**config.mk**
```make
export PLATFORM = sky130hd
export DESIGN_NAME = id_stage
export DESIGN_NICKNAME = d
export VERILOG_FILES = /design/src/verilog/id_pkg.sv /design/src/verilog/id_decoder.sv /design/src/verilog/id_issue.sv /design/src/verilog/id_operand_sel.sv /design/src/verilog/id_stage.sv
export VERILOG_INCLUDE_DIRS = /design/src /design/src/verilog
export SDC_FILE = /design/constraint.sdc
export NUM_CORES = 1
export LEC_CHECK = 0
export BUFFER_PORTS_ARGS = -buffer_cell sky130_fd_sc_hd__buf_2
export CORE_AREA = 2 2 105 107
export DETAILED_ROUTE_END_ITERATION = 10
export DIE_AREA = 0 0 107 109
export GPL_ROUTABILITY_DRIVEN = 1
export PLACE_DENSITY_LB_ADDON = 0.1
export SLEW_MARGIN = 20
export SYNTH_ARGS = -nofsm -noshare
export SYNTH_HDL_FRONTEND = slang
export SYNTH_SLANG_ARGS = --single-unit
```
**constraint.sdc**
```tcl
create_clock -name clk -period 4.7 [get_ports clk]
set_input_delay 0.94 -clock clk [delete_from_list [all_inputs] [get_ports clk]]
set_output_delay 0.94 -clock clk [all_outputs]
set_load 0.01 [all_outputs]
```
**src/verilog/id_macros.svh**
```systemverilog
`ifndef ID_MACROS_SVH
`define ID_MACROS_SVH

// --------------------
// widths
`define ID_WORD_W           32
`define ID_REG_ADDR_W       5
`define ID_ALUOP_W          8
`define ID_ALUSEL_W         3

// --------------------
// primary opcodes, inst[31:26]
`define ID_OP_SPECIAL       6'b000000
`define ID_OP_ANDI          6'b001100
`define ID_OP_ORI           6'b001101
`define ID_OP_XORI          6'b001110
`define ID_OP_LUI           6'b001111

// SPECIAL function codes, inst[5:0]
`define ID_FN_SLL           6'b000000
`define ID_FN_SRL           6'b000010
`define ID_FN_SRA           6'b000011
`define ID_FN_SLLV          6'b000100
`define ID_FN_SRLV          6'b000110
`define ID_FN_SRAV          6'b000111
`define ID_FN_MOVZ          6'b001010
`define ID_FN_MOVN          6'b001011
`define ID_FN_ADD           6'b100000
`define ID_FN_ADDU          6'b100001
`define ID_FN_SUB           6'b100010
`define ID_FN_SUBU          6'b100011
`define ID_FN_AND           6'b100100
`define ID_FN_OR            6'b100101
`define ID_FN_XOR           6'b100110
`define ID_FN_NOR           6'b100111
`define ID_FN_SLT           6'b101010
`define ID_FN_SLTU          6'b101011

// --------------------
// ALU operation codes
`define ID_ALUOP_NOP        8'b00000000
`define ID_ALUOP_AND        8'b00100100
`define ID_ALUOP_OR         8'b00100101
`define ID_ALUOP_XOR        8'b00100110
`define ID_ALUOP_NOR        8'b00100111
`define ID_ALUOP_SLL        8'b01111100
`define ID_ALUOP_SRL        8'b00000010
`define ID_ALUOP_SRA        8'b00000011
`define ID_ALUOP_SLT        8'b00101010
`define ID_ALUOP_SLTU       8'b00101011
`define ID_ALUOP_ADD        8'b00100000
`define ID_ALUOP_ADDU       8'b00100001
`define ID_ALUOP_SUB        8'b00100010
`define ID_ALUOP_SUBU       8'b00100011
`define ID_ALUOP_MOVN       8'b00001011
`define ID_ALUOP_MOVZ       8'b00001010

// result classes
`define ID_SEL_NOP          3'b000
`define ID_SEL_LOGIC        3'b001
`define ID_SEL_SHIFT        3'b010
`define ID_SEL_MOVE         3'b011
`define ID_SEL_ARITH        3'b100

`endif

```
**src/verilog/id_pkg.sv**
```systemverilog
`include "id_macros.svh"

package id_pkg;

    // data word moving through the stage
    typedef logic [`ID_WORD_W-1:0] word_t;

    // raw instruction word
    typedef logic [`ID_WORD_W-1:0] inst_t;

    // register file index
    typedef logic [`ID_REG_ADDR_W-1:0] reg_addr_t;

    // operation code handed to EX
    typedef logic [`ID_ALUOP_W-1:0] aluop_t;

    // which EX result bank is written back
    typedef logic [`ID_ALUSEL_W-1:0] alusel_t;

endpackage

```
**src/verilog/id_decoder.sv**
```systemverilog
`include "id_macros.svh"

module id_decoder (
    input  logic              rst_i,
    input  id_pkg::inst_t     inst_i,
    output id_pkg::aluop_t    aluop_o,
    output id_pkg::alusel_t   alusel_o,
    output id_pkg::reg_addr_t wd_o,
    output logic              wreg_o,
    output logic              cond_nz_o,
    output logic              cond_z_o,
    output logic              reg1_read_o,
    output logic              reg2_read_o,
    output id_pkg::reg_addr_t reg1_addr_o,
    output id_pkg::reg_addr_t reg2_addr_o,
    output id_pkg::word_t     imm_o,
    output logic              invalid_o
);
    import id_pkg::*;

    // --------------------
    // instruction fields
    logic [5:0]  op;
    reg_addr_t   rs;
    reg_addr_t   rt;
    reg_addr_t   rd;
    logic [4:0]  shamt;
    logic [5:0]  funct;
    logic [15:0] imm16;

    logic        r_hit;  // SPECIAL register-register op matched
    logic        valid;
    logic        rd1;
    logic        rd2;

    assign op    = inst_i[31:26];
    assign rs    = inst_i[25:21];
    assign rt    = inst_i[20:16];
    assign rd    = inst_i[15:11];
    assign shamt = inst_i[10:6];
    assign funct = inst_i[5:0];
    assign imm16 = inst_i[15:0];

    assign reg1_addr_o = rs;
    assign reg2_addr_o = rt;
    assign reg1_read_o = rd1 & ~rst_i;  // no port activity in reset
    assign reg2_read_o = rd2 & ~rst_i;
    assign invalid_o   = ~valid;

    // --------------------
    always_comb begin
        aluop_o   = `ID_ALUOP_NOP;
        alusel_o  = `ID_SEL_NOP;
        wd_o      = rd;
        wreg_o    = 1'b0;
        cond_nz_o = 1'b0;
        cond_z_o  = 1'b0;
        rd1       = 1'b0;
        rd2       = 1'b0;
        imm_o     = '0;
        valid     = 1'b0;
        r_hit     = 1'b0;

        case (op)
            `ID_OP_SPECIAL: begin
                if (shamt == 5'd0) begin
                    r_hit = 1'b1;
                    case (funct)
                        `ID_FN_AND: begin
                            aluop_o  = `ID_ALUOP_AND;
                            alusel_o = `ID_SEL_LOGIC;
                        end
                        `ID_FN_OR: begin
                            aluop_o  = `ID_ALUOP_OR;
                            alusel_o = `ID_SEL_LOGIC;
                        end
                        `ID_FN_XOR: begin
                            aluop_o  = `ID_ALUOP_XOR;
                            alusel_o = `ID_SEL_LOGIC;
                        end
                        `ID_FN_NOR: begin
                            aluop_o  = `ID_ALUOP_NOR;
                            alusel_o = `ID_SEL_LOGIC;
                        end
                        `ID_FN_SLLV: begin
                            aluop_o  = `ID_ALUOP_SLL;
                            alusel_o = `ID_SEL_SHIFT;
                        end
                        `ID_FN_SRLV: begin
                            aluop_o  = `ID_ALUOP_SRL;
                            alusel_o = `ID_SEL_SHIFT;
                        end
                        `ID_FN_SRAV: begin
                            aluop_o  = `ID_ALUOP_SRA;
                            alusel_o = `ID_SEL_SHIFT;
                        end
                        `ID_FN_MOVN: begin
                            aluop_o   = `ID_ALUOP_MOVN;
                            alusel_o  = `ID_SEL_MOVE;
                            cond_nz_o = 1'b1;  // write only if rt != 0
                        end
                        `ID_FN_MOVZ: begin
                            aluop_o  = `ID_ALUOP_MOVZ;
                            alusel_o = `ID_SEL_MOVE;
                            cond_z_o = 1'b1;
                        end
                        `ID_FN_SLT: begin
                            aluop_o  = `ID_ALUOP_SLT;
                            alusel_o = `ID_SEL_ARITH;
                        end
                        `ID_FN_SLTU: begin
                            aluop_o  = `ID_ALUOP_SLTU;
                            alusel_o = `ID_SEL_ARITH;
                        end
                        `ID_FN_ADD: begin
                            aluop_o  = `ID_ALUOP_ADD;
                            alusel_o = `ID_SEL_ARITH;
                        end
                        `ID_FN_ADDU: begin
                            aluop_o  = `ID_ALUOP_ADDU;
                            alusel_o = `ID_SEL_ARITH;
                        end
                        `ID_FN_SUB: begin
                            aluop_o  = `ID_ALUOP_SUB;
                            alusel_o = `ID_SEL_ARITH;
                        end
                        `ID_FN_SUBU: begin
                            aluop_o  = `ID_ALUOP_SUBU;
                            alusel_o = `ID_SEL_ARITH;
                        end
                        default: r_hit = 1'b0;
                    endcase
                end
                if (r_hit) begin
                    wreg_o = 1'b1;
                    rd1    = 1'b1;
                    rd2    = 1'b1;
                    valid  = 1'b1;
                end
            end
            `ID_OP_ORI, `ID_OP_ANDI, `ID_OP_XORI, `ID_OP_LUI: begin
                alusel_o = `ID_SEL_LOGIC;
                wd_o     = rt;
                wreg_o   = 1'b1;
                rd1      = 1'b1;
                valid    = 1'b1;
                imm_o    = {16'h0000, imm16};
                case (op)
                    `ID_OP_ANDI: aluop_o = `ID_ALUOP_AND;
                    `ID_OP_XORI: aluop_o = `ID_ALUOP_XOR;
                    default:     aluop_o = `ID_ALUOP_OR;
                endcase
                if (op == `ID_OP_LUI) begin
                    imm_o = {imm16, 16'h0000};  // lui is rs | (imm << 16)
                end
            end
            default: valid = 1'b0;
        endcase

        // immediate shifts, rs field must be zero
        if (inst_i[31:21] == 11'd0 &&
            (funct == `ID_FN_SLL || funct == `ID_FN_SRL || funct == `ID_FN_SRA)) begin
            case (funct)
                `ID_FN_SRL: aluop_o = `ID_ALUOP_SRL;
                `ID_FN_SRA: aluop_o = `ID_ALUOP_SRA;
                default:    aluop_o = `ID_ALUOP_SLL;
            endcase
            alusel_o   = `ID_SEL_SHIFT;
            wd_o       = rd;
            wreg_o     = 1'b1;
            rd1        = 1'b0;
            rd2        = 1'b1;
            imm_o      = '0;
            imm_o[4:0] = shamt;
            valid      = 1'b1;
        end
    end

endmodule

```
**src/verilog/id_issue.sv**
```systemverilog
`include "id_macros.svh"

module id_issue (
    input  logic              clk,
    input  logic              rst_i,
    input  id_pkg::aluop_t    aluop_i,
    input  id_pkg::alusel_t   alusel_i,
    input  id_pkg::reg_addr_t wd_i,
    input  logic              wreg_i,
    input  logic              cond_nz_i,
    input  logic              cond_z_i,
    input  logic              invalid_i,
    input  id_pkg::word_t     op1_i,
    input  id_pkg::word_t     op2_i,
    output id_pkg::aluop_t    aluop_o,
    output id_pkg::alusel_t   alusel_o,
    output id_pkg::word_t     reg1_o,
    output id_pkg::word_t     reg2_o,
    output id_pkg::reg_addr_t wd_o,
    output logic              wreg_o,
    output logic              inst_invalid_o
);

    logic op2_zero;
    logic wreg_final;

    // --------------------
    // MOVN / MOVZ condition on the forwarded rt value
    assign op2_zero   = (op2_i == '0);
    assign wreg_final = wreg_i && !(cond_nz_i && op2_zero) && !(cond_z_i && !op2_zero);

    // --------------------
    // ID/EX register
    always_ff @(posedge clk) begin
        if (rst_i) begin
            aluop_o        <= `ID_ALUOP_NOP;
            alusel_o       <= `ID_SEL_NOP;
            reg1_o         <= '0;
            reg2_o         <= '0;
            wd_o           <= '0;
            wreg_o         <= 1'b0;
            inst_invalid_o <= 1'b0;
        end else begin
            aluop_o        <= aluop_i;
            alusel_o       <= alusel_i;
            reg1_o         <= op1_i;
            reg2_o         <= op2_i;
            wd_o           <= wd_i;
            wreg_o         <= wreg_final;
            inst_invalid_o <= invalid_i;
        end
    end

endmodule

```
**src/verilog/id_operand_sel.sv**
```systemverilog
module id_operand_sel (
    input  logic              read_i,
    input  id_pkg::reg_addr_t addr_i,
    input  id_pkg::word_t     reg_data_i,
    input  id_pkg::word_t     imm_i,
    input  logic              ex_wreg_i,
    input  id_pkg::reg_addr_t ex_wd_i,
    input  id_pkg::word_t     ex_wdata_i,
    input  logic              mem_wreg_i,
    input  id_pkg::reg_addr_t mem_wd_i,
    input  id_pkg::word_t     mem_wdata_i,
    output id_pkg::word_t     operand_o
);

    logic ex_hit;
    logic mem_hit;

    // pending writes to the register being read
    assign ex_hit  = ex_wreg_i && (ex_wd_i == addr_i);
    assign mem_hit = mem_wreg_i && (mem_wd_i == addr_i);

    always_comb begin
        if (!read_i) begin
            operand_o = imm_i;
        end else if (ex_hit) begin
            operand_o = ex_wdata_i;  // youngest result wins
        end else if (mem_hit) begin
            operand_o = mem_wdata_i;
        end else begin
            operand_o = reg_data_i;
        end
    end

endmodule

```
**src/verilog/id_stage.sv**
```systemverilog
module id_stage (
    input  logic              clk,
    input  logic              rst_i,
    input  id_pkg::inst_t     inst_i,

    // register file
    input  id_pkg::word_t     reg1_data_i,
    input  id_pkg::word_t     reg2_data_i,
    output logic              reg1_read_o,
    output id_pkg::reg_addr_t reg1_addr_o,
    output logic              reg2_read_o,
    output id_pkg::reg_addr_t reg2_addr_o,

    // --------------------
    // forwarding from later stages
    input  logic              ex_wreg_i,
    input  id_pkg::reg_addr_t ex_wd_i,
    input  id_pkg::word_t     ex_wdata_i,
    input  logic              mem_wreg_i,
    input  id_pkg::reg_addr_t mem_wd_i,
    input  id_pkg::word_t     mem_wdata_i,

    // --------------------
    // to EX
    output id_pkg::aluop_t    aluop_o,
    output id_pkg::alusel_t   alusel_o,
    output id_pkg::word_t     reg1_o,
    output id_pkg::word_t     reg2_o,
    output id_pkg::reg_addr_t wd_o,
    output logic              wreg_o,
    output logic              inst_invalid_o
);
    import id_pkg::*;

    aluop_t    dec_aluop;
    alusel_t   dec_alusel;
    reg_addr_t dec_wd;
    logic      dec_wreg;
    logic      dec_cond_nz;
    logic      dec_cond_z;
    logic      dec_invalid;
    word_t     dec_imm;
    word_t     op1;
    word_t     op2;

    id_decoder u_dec (
        .rst_i       (rst_i),
        .inst_i      (inst_i),
        .aluop_o     (dec_aluop),
        .alusel_o    (dec_alusel),
        .wd_o        (dec_wd),
        .wreg_o      (dec_wreg),
        .cond_nz_o   (dec_cond_nz),
        .cond_z_o    (dec_cond_z),
        .reg1_read_o (reg1_read_o),
        .reg2_read_o (reg2_read_o),
        .reg1_addr_o (reg1_addr_o),
        .reg2_addr_o (reg2_addr_o),
        .imm_o       (dec_imm),
        .invalid_o   (dec_invalid)
    );

    // one selector per read port
    id_operand_sel u_op1 (
        .read_i      (reg1_read_o),
        .addr_i      (reg1_addr_o),
        .reg_data_i  (reg1_data_i),
        .imm_i       (dec_imm),
        .ex_wreg_i   (ex_wreg_i),
        .ex_wd_i     (ex_wd_i),
        .ex_wdata_i  (ex_wdata_i),
        .mem_wreg_i  (mem_wreg_i),
        .mem_wd_i    (mem_wd_i),
        .mem_wdata_i (mem_wdata_i),
        .operand_o   (op1)
    );

    id_operand_sel u_op2 (
        .read_i      (reg2_read_o),
        .addr_i      (reg2_addr_o),
        .reg_data_i  (reg2_data_i),
        .imm_i       (dec_imm),
        .ex_wreg_i   (ex_wreg_i),
        .ex_wd_i     (ex_wd_i),
        .ex_wdata_i  (ex_wdata_i),
        .mem_wreg_i  (mem_wreg_i),
        .mem_wd_i    (mem_wd_i),
        .mem_wdata_i (mem_wdata_i),
        .operand_o   (op2)
    );

    id_issue u_issue (
        .clk            (clk),
        .rst_i          (rst_i),
        .aluop_i        (dec_aluop),
        .alusel_i       (dec_alusel),
        .wd_i           (dec_wd),
        .wreg_i         (dec_wreg),
        .cond_nz_i      (dec_cond_nz),
        .cond_z_i       (dec_cond_z),
        .invalid_i      (dec_invalid),
        .op1_i          (op1),
        .op2_i          (op2),
        .aluop_o        (aluop_o),
        .alusel_o       (alusel_o),
        .reg1_o         (reg1_o),
        .reg2_o         (reg2_o),
        .wd_o           (wd_o),
        .wreg_o         (wreg_o),
        .inst_invalid_o (inst_invalid_o)
    );

endmodule
```
==> results of run 1 <==
==> registers in the layout, summed over array words and instances, names as in the netlist <==
| signal | cells |
|---|---|
| u_issue.wreg_o | 1 |
| u_issue.wd_o | 5 |
| u_issue.inst_invalid_o | 1 |
| u_issue.reg2_o | 32 |
| u_issue.reg1_o | 32 |
| u_issue.aluop_o | 6 |
| u_issue.alusel_o | 3 |
==> cell type report <==
class / instances / area share
clock buffer: 9 / 0.0200
inverter: 5 / 0.00302
tap: 140 / 0.0282
clock inverter: 7 / 0.0139
sequential: 80 / 0.258
timing repair buffer: 276 / 0.227
multi-input combinational: 466 / 0.450
==> routing by layer <==
metal  global-route usage  vias up
li1                     -     2658
met1                0.386     2731
met2                0.576      349
met3               0.0574       51
met4                0.160        0
met5                    0        -
==> kinds of logic after synthesis <==
| logic type | Yosys count |
|---|---|
| other cells | 1 |
| buf+inv | 65 |
| compound gates | 159 |
| mux | 33 |
| xor+xnor | 22 |
| flops | 80 |
| simple gates | 251 |
==> metrics by stage <==
stage               power, mW  hold slack, ns  cells  utilization  setup WS (ns)
floorplan               0.838            1.02    611            -           1.29
global placement        0.989            1.23    967        0.566          0.968
detailed placement      0.991            1.23    967        0.566          0.777
CTS                      1.55           0.821    983        0.585          0.908
global route             1.60           0.850    983        0.585          0.718
finish                   1.55           0.838    983        0.585          0.914
==> cells in the final DEF (no fill, tap or decap), types with 10 or more instances in the layout <==
cell,Yosys,final
a22oi_1,29,29
buf_2,6,266
a211oi_1,28,28
nor2_1,94,94
nand3_1,19,18
nor3_1,21,21
a31oi_1,25,25
a21oi_1,17,16
and3_1,11,10
buf_4,12,10
nand2_1,66,66
o21ai_0,24,24
dfxtp_1,80,80
xnor2_1,12,12
mux2i_1,33,33
==> power by group <==
| part | total (mW) | leakage [nW] | internal, mW | switching [mW] |
|---|---|---|---|---|
| Clock | 0.569 | 0.104 | 0.258 | 0.312 |
| Sequential | 0.689 | 0.647 | 0.686 | 0.00260 |
| Combinational | 0.293 | 2.10 | 0.117 | 0.176 |
==> worst max-delay path, cell delays in order <==
cell and delay [ns]:
buf_2 0.21, nor4_4 0.43, o2111a_1 0.26, and3_2 0.36, o21ai_2 0.24, inv_1 0.22
buf_2 0.16
==> worst max path at each step <==
stage,from,to,slack [ns]
floorplan,inst_i[26],reg1_read_o,1.29
global placement,inst_i[9],reg1_read_o,0.97
global route,inst_i[9],reg1_read_o,0.72
CTS,inst_i[3],reg2_read_o,0.91
detailed placement,inst_i[16],u_issue.wreg_o,0.78
finish,inst_i[3],reg2_read_o,0.91
==> summary.md, run 1 <==
| Metric | Value |
|---|---|
| Status | `finished clean` |
| Multi-input logic area | `2800 sq um` |
| Worst vdd ir | `0.137 mV` |
| Synth Flop Type | `dfxtp_1` |
| Yosys warns | `0` |
| Largest family of logic cells by synthesized area | `simple AND/OR/NAND/NOR gates` |
| CP Capture Type | `output port` |
| CTS Buffer Depth | `2` |
| Synth Area per Inst | `7.68 sq um` |
| Post-DP Area | `6000 sq um` |
| Count leader, synth | `nor2_1` |
| Post-synthesis mux area share | `0.0704` |
| Post-CTS repair timing setup buffer count | `0` |
| Synthesized area | `4690 sq um` |
| Via density | `5.89` |
| Metal3 WL | `1660 um` |
| Ant diodes | `0` |
| First-pass GRT wire length | `29000 um` |
| Largest net degree at the start of global routing | `65` |
| Top cells by count, synth | `94 x nor2_1, 80 x dfxtp_1, 66 x nand2_1` |
| CTS Sinks | `80` |
| Leak pwr | `2.85 nW` |
| CP Class | `input pin to output port` |
| Routed Antenna Nets | `0` |
| FFs w/ async S/R, synth | `0` |
| FF/Latch Area | `1600 sq um` |
| Synth cell types | `55` |
| H-tree Lvls | `3` |
| Initial Util | `0.442` |
| Area contributors post-synth | `dfxtp_1 34%, nor2_1 7.5%, mux2i_1 7.0%` |
| Final setup TNS | `0 ns` |
| Post-cts repair resize count | `0` |
| Chip height | `109 um` |
| Layout area overhead | `32.3%` |
| Final setup fails | `0` |
| Fin nets | `1012` |
| Max-cap violations | `0` |
| TritonCTS Buffers | `9` |
| Routed via count | `5789` |
| Initial antenna violation count | `0` |
| Number of flops mapped to enable cells by yosys | `0` |
| Tmin final | `3.79 ns` |
| Die X | `107 um` |
| Crit-path max FO | `15` |
| Post-Syn Nets | `785` |
| Avg WL per Cell | `20.2 um` |
| DRT Pass-1 Iters | `5` |
| Vias in the first global route | `5476` |
| Core ar. | `10600 sq um` |
| # fillers | `1019` |
| Worst-margin pin slew | `1.02 ns` |
| CP required | `3.76 ns` |
| Final HPWL DP | `15500 um` |
| Adder-Cell Fraction of Synth Area | `0` |
| # DRC | `0` |
| Worst Hold Path EP | `u_issue.reg2_o[26]` |
| Max Used Layer | `met4` |
| Port Buffers | `266` |
| Remaining Overflow, GRT | `0` |
| Worst Setup Start Kind | `input pin` |
| CP arrival | `2.85 ns` |
| Complex-gate fraction of the synthesized area | `0.233` |
| Cells after Synth | `611` |
| Endpoints failing hold | `0` |
| Simple-Gate Fraction of Synth Area | `0.246` |
| Seq/Total Area, Yosys | `0.341` |
| CTS root buf | `clkbuf_8` |
| Fin area | `6210 sq um` |
| RSZ-0062 raised after global routing | `no` |
| Max Fclk | `264 MHz` |
| Layout cells sized above 1 | `0.363` |
| I/O Pins | `268` |
| TritonCTS clock tree | `yes` |
| Initial DRC Count | `412` |
| Die area | `11700 sq um` |
| Post-Synth XOR/XNOR Area | `0.0427` |
| HP Class | `input pin to flip-flop` |
| Slew Viols, Final | `0` |
| Post-synth top area share | `0.341` |
| Routability cong. | `0.964` |
| Hold-fix buffers, CTS | `0` |
| Part of the cycle the worst path needs | `0.806` |
| Worst Hold Depth | `3` |
| Row count | `38` |
| Relative slew slack | `0.318` |
| WL met2 | `9760 um` |
| Flip-flop and latch count after synthesis | `80` |
| WL final | `19900 um` |
| Power density cells | `250 nW/um^2` |
| Clock transition at path regs | `0.09 ns` |
| Gr usage total | `0.328` |
| Yosys top cell by area | `dfxtp_1` |
| Hold Crit Start | `inst_i[10]` |
| M1 wire length | `7730 um` |
(Power assumes the default switching activity.)
==> run 2, diff against run 1 <==
CORE_AREA = default   (was 2 2 105 107)
CORE_ASPECT_RATIO = 2   (was default)
CORE_MARGIN = 2   (was default)
CORE_UTILIZATION = 45   (was default)
DIE_AREA = default   (was 0 0 107 109)
clock period = 3.7 ns   (was 4.7 ns; I/O delays follow)
==> run 2 against run 1 <==
Compared with the run above: core utilization grew 4.5 points; final cell count grew 0.71%; critical endpoint unchanged; worst setup slack lost 0.57 ns; power grew 45%; via count grew 0.12%; final area grew 3.1%.
==> summary.md, run 2 (synthesis results as in run 1) <==
| Metric | Value |
|---|---|
| CTS Sinks | `80` |
| RSZ-0062 raised after global routing | `no` |
| CTS root buf | `clkbuf_16` |
| WL met2 | `9990 um` |
| Routed Antenna Nets | `0` |
| Final HPWL DP | `15600 um` |
| Worst vdd ir | `0.266 mV` |
| Crit-path max FO | `15` |
| Total power | `2.25 mW` |
| Die area | `11300 sq um` |
| DRT Pass-1 Iters | `7` |
| Relative slew slack | `0.472` |
| First-pass GRT wire length | `29400 um` |
| Endpoints failing hold | `0` |
| Biggest regs | `u_issue.reg1_o x32, u_issue.reg2_o x32, u_issue.aluop_o x6` |
| CP Capture Type | `output port` |
| Port Buffers | `266` |
| Max-cap violations | `0` |
| Worst Setup Start Kind | `input pin` |
| Post-CTS repair timing setup buffer count | `0` |
| WL final | `19500 um` |
| Gr usage total | `0.333` |
| H-tree Lvls | `3` |
| Commonest non-fill, non-tap cells in the layout | `266 x buf_2, 94 x nor2_1, 80 x dfxtp_1, 66 x nand2_1, 33 x mux2i_1` |
| Layout cells sized above 1 | `0.370` |
| Final core occ | `0.630` |
| Initial Util | `0.462` |
| I/O Pins | `268` |
| Max Fclk | `298 MHz` |
| # DRC | `0` |
| Max Used Layer | `met4` |
| HP Class | `input pin to flip-flop` |
| Core ar. | `10100 sq um` |
| Routability cong. | `0.971` |
| Row count | `52` |
| Hold-fix buffers, CTS | `0` |
| CP arrival | `2.61 ns` |
| Vias in the first global route | `5709` |
| Slew Viols, Final | `0` |
| TritonCTS clock tree | `yes` |
| Layout area overhead | `36.4%` |
| Post-cts repair resize count | `0` |
| Worst-margin pin slew | `0.790 ns` |
| Routed via count | `5796` |
| CTS Buffer Depth | `2` |
| M1 wire length | `6900 um` |
| Part of the cycle the worst path needs | `0.907` |
| Tmin final | `3.35 ns` |
| Via density | `5.85` |
| Power density cells | `351 nW/um^2` |
| TritonCTS Buffers | `9` |
| Initial antenna violation count | `2` |
| Largest net degree at the start of global routing | `65` |
| Remaining Overflow, GRT | `0` |
| Final setup TNS | `0 ns` |
| Status | `finished clean` |
| CP required | `2.96 ns` |
| Clock transition at path regs | `0.08 ns` |
| Chip height | `148 um` |
| Final setup fails | `0` |
| Metal3 WL | `1420 um` |
| Fin nets | `1022` |
| Commonest non-fill, non-tap cell in the layout | `buf_2` |
| Die X | `76.2 um` |
| CP Class | `input pin to output port` |
| Leak pwr | `2.95 nW` |
| Avg WL per Cell | `19.7 um` |
| Initial DRC Count | `487` |
run 2: cell type report:
| type | count | area (sq um) |
|---|---|---|
| Fill cell | 987 | 3750 |
| Multi-Input combinational cell | 466 | 2800 |
| Sequential cell | 80 | 1600 |
| Timing Repair Buffer | 286 | 1480 |
| Clock buffer | 9 | 225 |
| Tap cell | 135 | 169 |
| Clock inverter | 7 | 101 |
| Inverter | 5 | 18.8 |
| Antenna cell | 2 | 5.00 |
run 2: path summary, 6_finish.rpt:
| path | from | end | slack (ns) | cells past startpoint |
|---|---|---|---|---|
| worst max-delay path | inst_i[3] | reg2_read_o | 0.35 | 7 |
| worst min-delay path | ex_wdata_i[18] | u_issue.reg1_o[18] | 0.69 | 3 |
run 2: critical path, stage by stage:
cell      delay (ns)
buf_2           0.21
nor4_4          0.43
o2111a_1        0.27
and3_2          0.36
o21ai_2         0.22
inv_1           0.20
buf_2           0.17
run 2: metrics by stage:
stage	setup WS [ns]	instance area [sq um]	hold slack, ns	cells
final	0.346	6400	0.694	990
after global routing	0.263	6400	0.704	990
after CTS	0.391	6390	0.688	988
after detailed placement	0.288	6070	1.04	972
after global placement	0.353	6070	1.04	972
after floorplan	0.689	4690	0.817	611
run 2: per-layer routing:
metal,vias to the layer above,track usage
li1,2691,-
met1,2641,0.352
met4,0,0.211
met5,-,0
met3,87,0.0546
met2,377,0.607
run 2: where the power goes:
group	switching, mW	internal, mW	total, mW	leakage [nW]
sequential	0.00266	0.872	0.875	0.647
clock	0.396	0.599	0.995	0.153
combinational	0.224	0.154	0.378	2.15
total	0.623	1.62	2.25	2.95
==> run 3, diff against run 2 <==
--- a/config.mk
+++ b/config.mk
@@ -13,3 +13,2 @@
 export DETAILED_ROUTE_END_ITERATION = 10
-export GPL_ROUTABILITY_DRIVEN = 1
 export PLACE_DENSITY_LB_ADDON = 0.1
==> constraint.sdc (replaced) <==
create_clock -name clk -period 3.7 [get_ports clk]
set_input_delay 0.555 -clock clk [delete_from_list [all_inputs] [get_ports clk]]
set_output_delay 0.555 -clock clk [all_outputs]
set_load 0.01 [all_outputs]
==> run 3 against run 2 <==
Compared with the run above: worst setup slack better by 0.31 ns; final area down 0.86%; critical path depth up 2; largest power group unchanged; sequential power about the same.
==> summary.md, run 3 (synthesis results as in run 1) <==
| Metric | Value |
|---|---|
| Status | `finished clean` |
| Final setup fails | `0` |
| CP max stage cell | `nor4_2` |
| Placed cells | `969` |
| Non-filler cells, final | `987` |
| Largest net degree at the start of global routing | `65` |
| Layout area overhead | `35.2%` |
| Endpoints failing hold | `0` |
| Initial antenna violation count | `2` |
| HP Class | `input pin to flip-flop` |
| Routed Antenna Nets | `0` |
| Initial DRC Count | `633` |
| Relative slew slack | `0.525` |
| Worst vdd ir | `0.280 mV` |
| Tmin final | `3.05 ns` |
| H-tree Lvls | `3` |
| Commonest non-fill, non-tap cell in the layout | `buf_2` |
| Avg WL per Cell | `19.9 um` |
| Worst-margin pin slew | `0.713 ns` |
| Max Fclk | `328 MHz` |
| CP arrival | `2.49 ns` |
| First-pass GRT wire length | `29600 um` |
| WL final | `19600 um` |
| # DRC | `0` |
| Slew Viols, Final | `0` |
| CP required | `3.14 ns` |
| Gr usage total | `0.335` |
| Die area | `11300 sq um` |
| Final worst slack | `0.653 ns` |
| CTS Buffer Depth | `2` |
| Clock transition at path regs | `0.06 ns` |
| Vias in the first global route | `5617` |
| Die X | `76.2 um` |
| Power density cells | `338 nW/um^2` |
| Critical path's top delay family | `simple AND/OR/NAND/NOR gates` |
| Worst-path cell chain | `buf_2 -> nor4_2 -> nand4_1 -> nor2_1 -> nand4_1 -> nand2_1 -> nand3_1 -> inv_1 -> buf_2` |
| Remaining Overflow, GRT | `0` |
| TritonCTS clock tree | `yes` |
| RSZ-0062 raised after global routing | `no` |
| CP max stage delay | `0.42 ns` |
| Fin nets | `1019` |
| Part of the cycle the worst path needs | `0.823` |
| Final HPWL DP | `15800 um` |
| Initial Util | `0.462` |
| CTS root buf | `clkbuf_16` |
| DRT Pass-1 Iters | `8` |
| Worst Setup Start Kind | `input pin` |
| Commonest non-fill, non-tap cells in the layout | `266 x buf_2, 94 x nor2_1, 80 x dfxtp_1, 66 x nand2_1, 33 x mux2i_1` |
| Max-cap violations | `0` |
| Row count | `52` |
| CP Class | `input pin to output port` |
| I/O Pins | `268` |
| Final setup TNS | `0 ns` |
| CP bufs+invs | `3` |
| CTS Sinks | `80` |
| Post-CTS repair timing setup buffer count | `0` |
| Routability cong. | `0.983` |
| Core ar. | `10100 sq um` |
| Hold Crit Start | `inst_i[20]` |
| Leak pwr | `2.93 nW` |
| Layout cells sized above 1 | `0.368` |
| Worst slack, placed | `0.369 ns` |
| Worst Hold Path EP | `u_issue.wd_o[4]` |
| Worst Hold Depth | `3` |
| Hold-fix buffers, CTS | `0` |
| Post-cts repair resize count | `0` |
| Chip height | `148 um` |
| Biggest regs | `u_issue.reg1_o x32, u_issue.reg2_o x32, u_issue.aluop_o x6` |
| Crit-path max FO | `6` |
| CP Capture Type | `output port` |
| TritonCTS Buffers | `9` |
| Routed via count | `5778` |
| Via density | `5.85` |
| Port Buffers | `266` |
==> run 3: changes by cell type in the layout (fill, tap and decap cells not counted), sizes merged <==
cell	change
buf	-3
bufinv	-2
inv	+3
clkinv	+1
clkinvlp	-2
==> run 3: metal layers <==
layer	part of all wire	up-vias	GRT usage
met3	0.077	64	0.0637
li1	-	2682	-
met5	0	-	0
met1	0.35	2670	0.372
met2	0.53	362	0.611
met4	0.041	0	0.162
==> run 3: how the worst max path moves through the flow <==
stage               startpoint        endpoint  cells past startpoint
floorplan           inst_i[26]     reg1_read_o                      8
global placement     inst_i[3]  u_issue.wreg_o                     10
detailed placement   inst_i[3]  u_issue.wreg_o                     10
CTS                 inst_i[26]     reg1_read_o                      9
global route         inst_i[3]  u_issue.wreg_o                     11
finish              inst_i[26]     reg1_read_o                      9
==> run 3: cell type report <==
cell class              instances  area, sq um
clock inverters                 7         68.8
well taps                     135          169
inverters                       5         18.8
fillers                       989         3810
flip-flops and latches         80         1600
diodes                          2         5.00
clock buffers                   9          225
repair buffers                283         1460
multi-input cells             466         2800
==> run 3: metrics by stage <==
step	instance area (sq um)	power (mW)	util	hold slack (ns)
finish	6340	2.14	0.625	0.508
global route	6340	2.22	0.625	0.506
CTS	6340	2.14	0.624	0.501
detailed placement	6040	1.26	0.595	0.858
global placement	6040	1.26	0.595	0.858
floorplan	4690	1.07	-	0.632
==> run 3: power breakdown <==
part | internal (mW) | switching [mW]
Sequential | 0.872 | 0.00313
Combinational | 0.151 | 0.222
Clock | 0.478 | 0.415
Total | 1.50 | 0.640
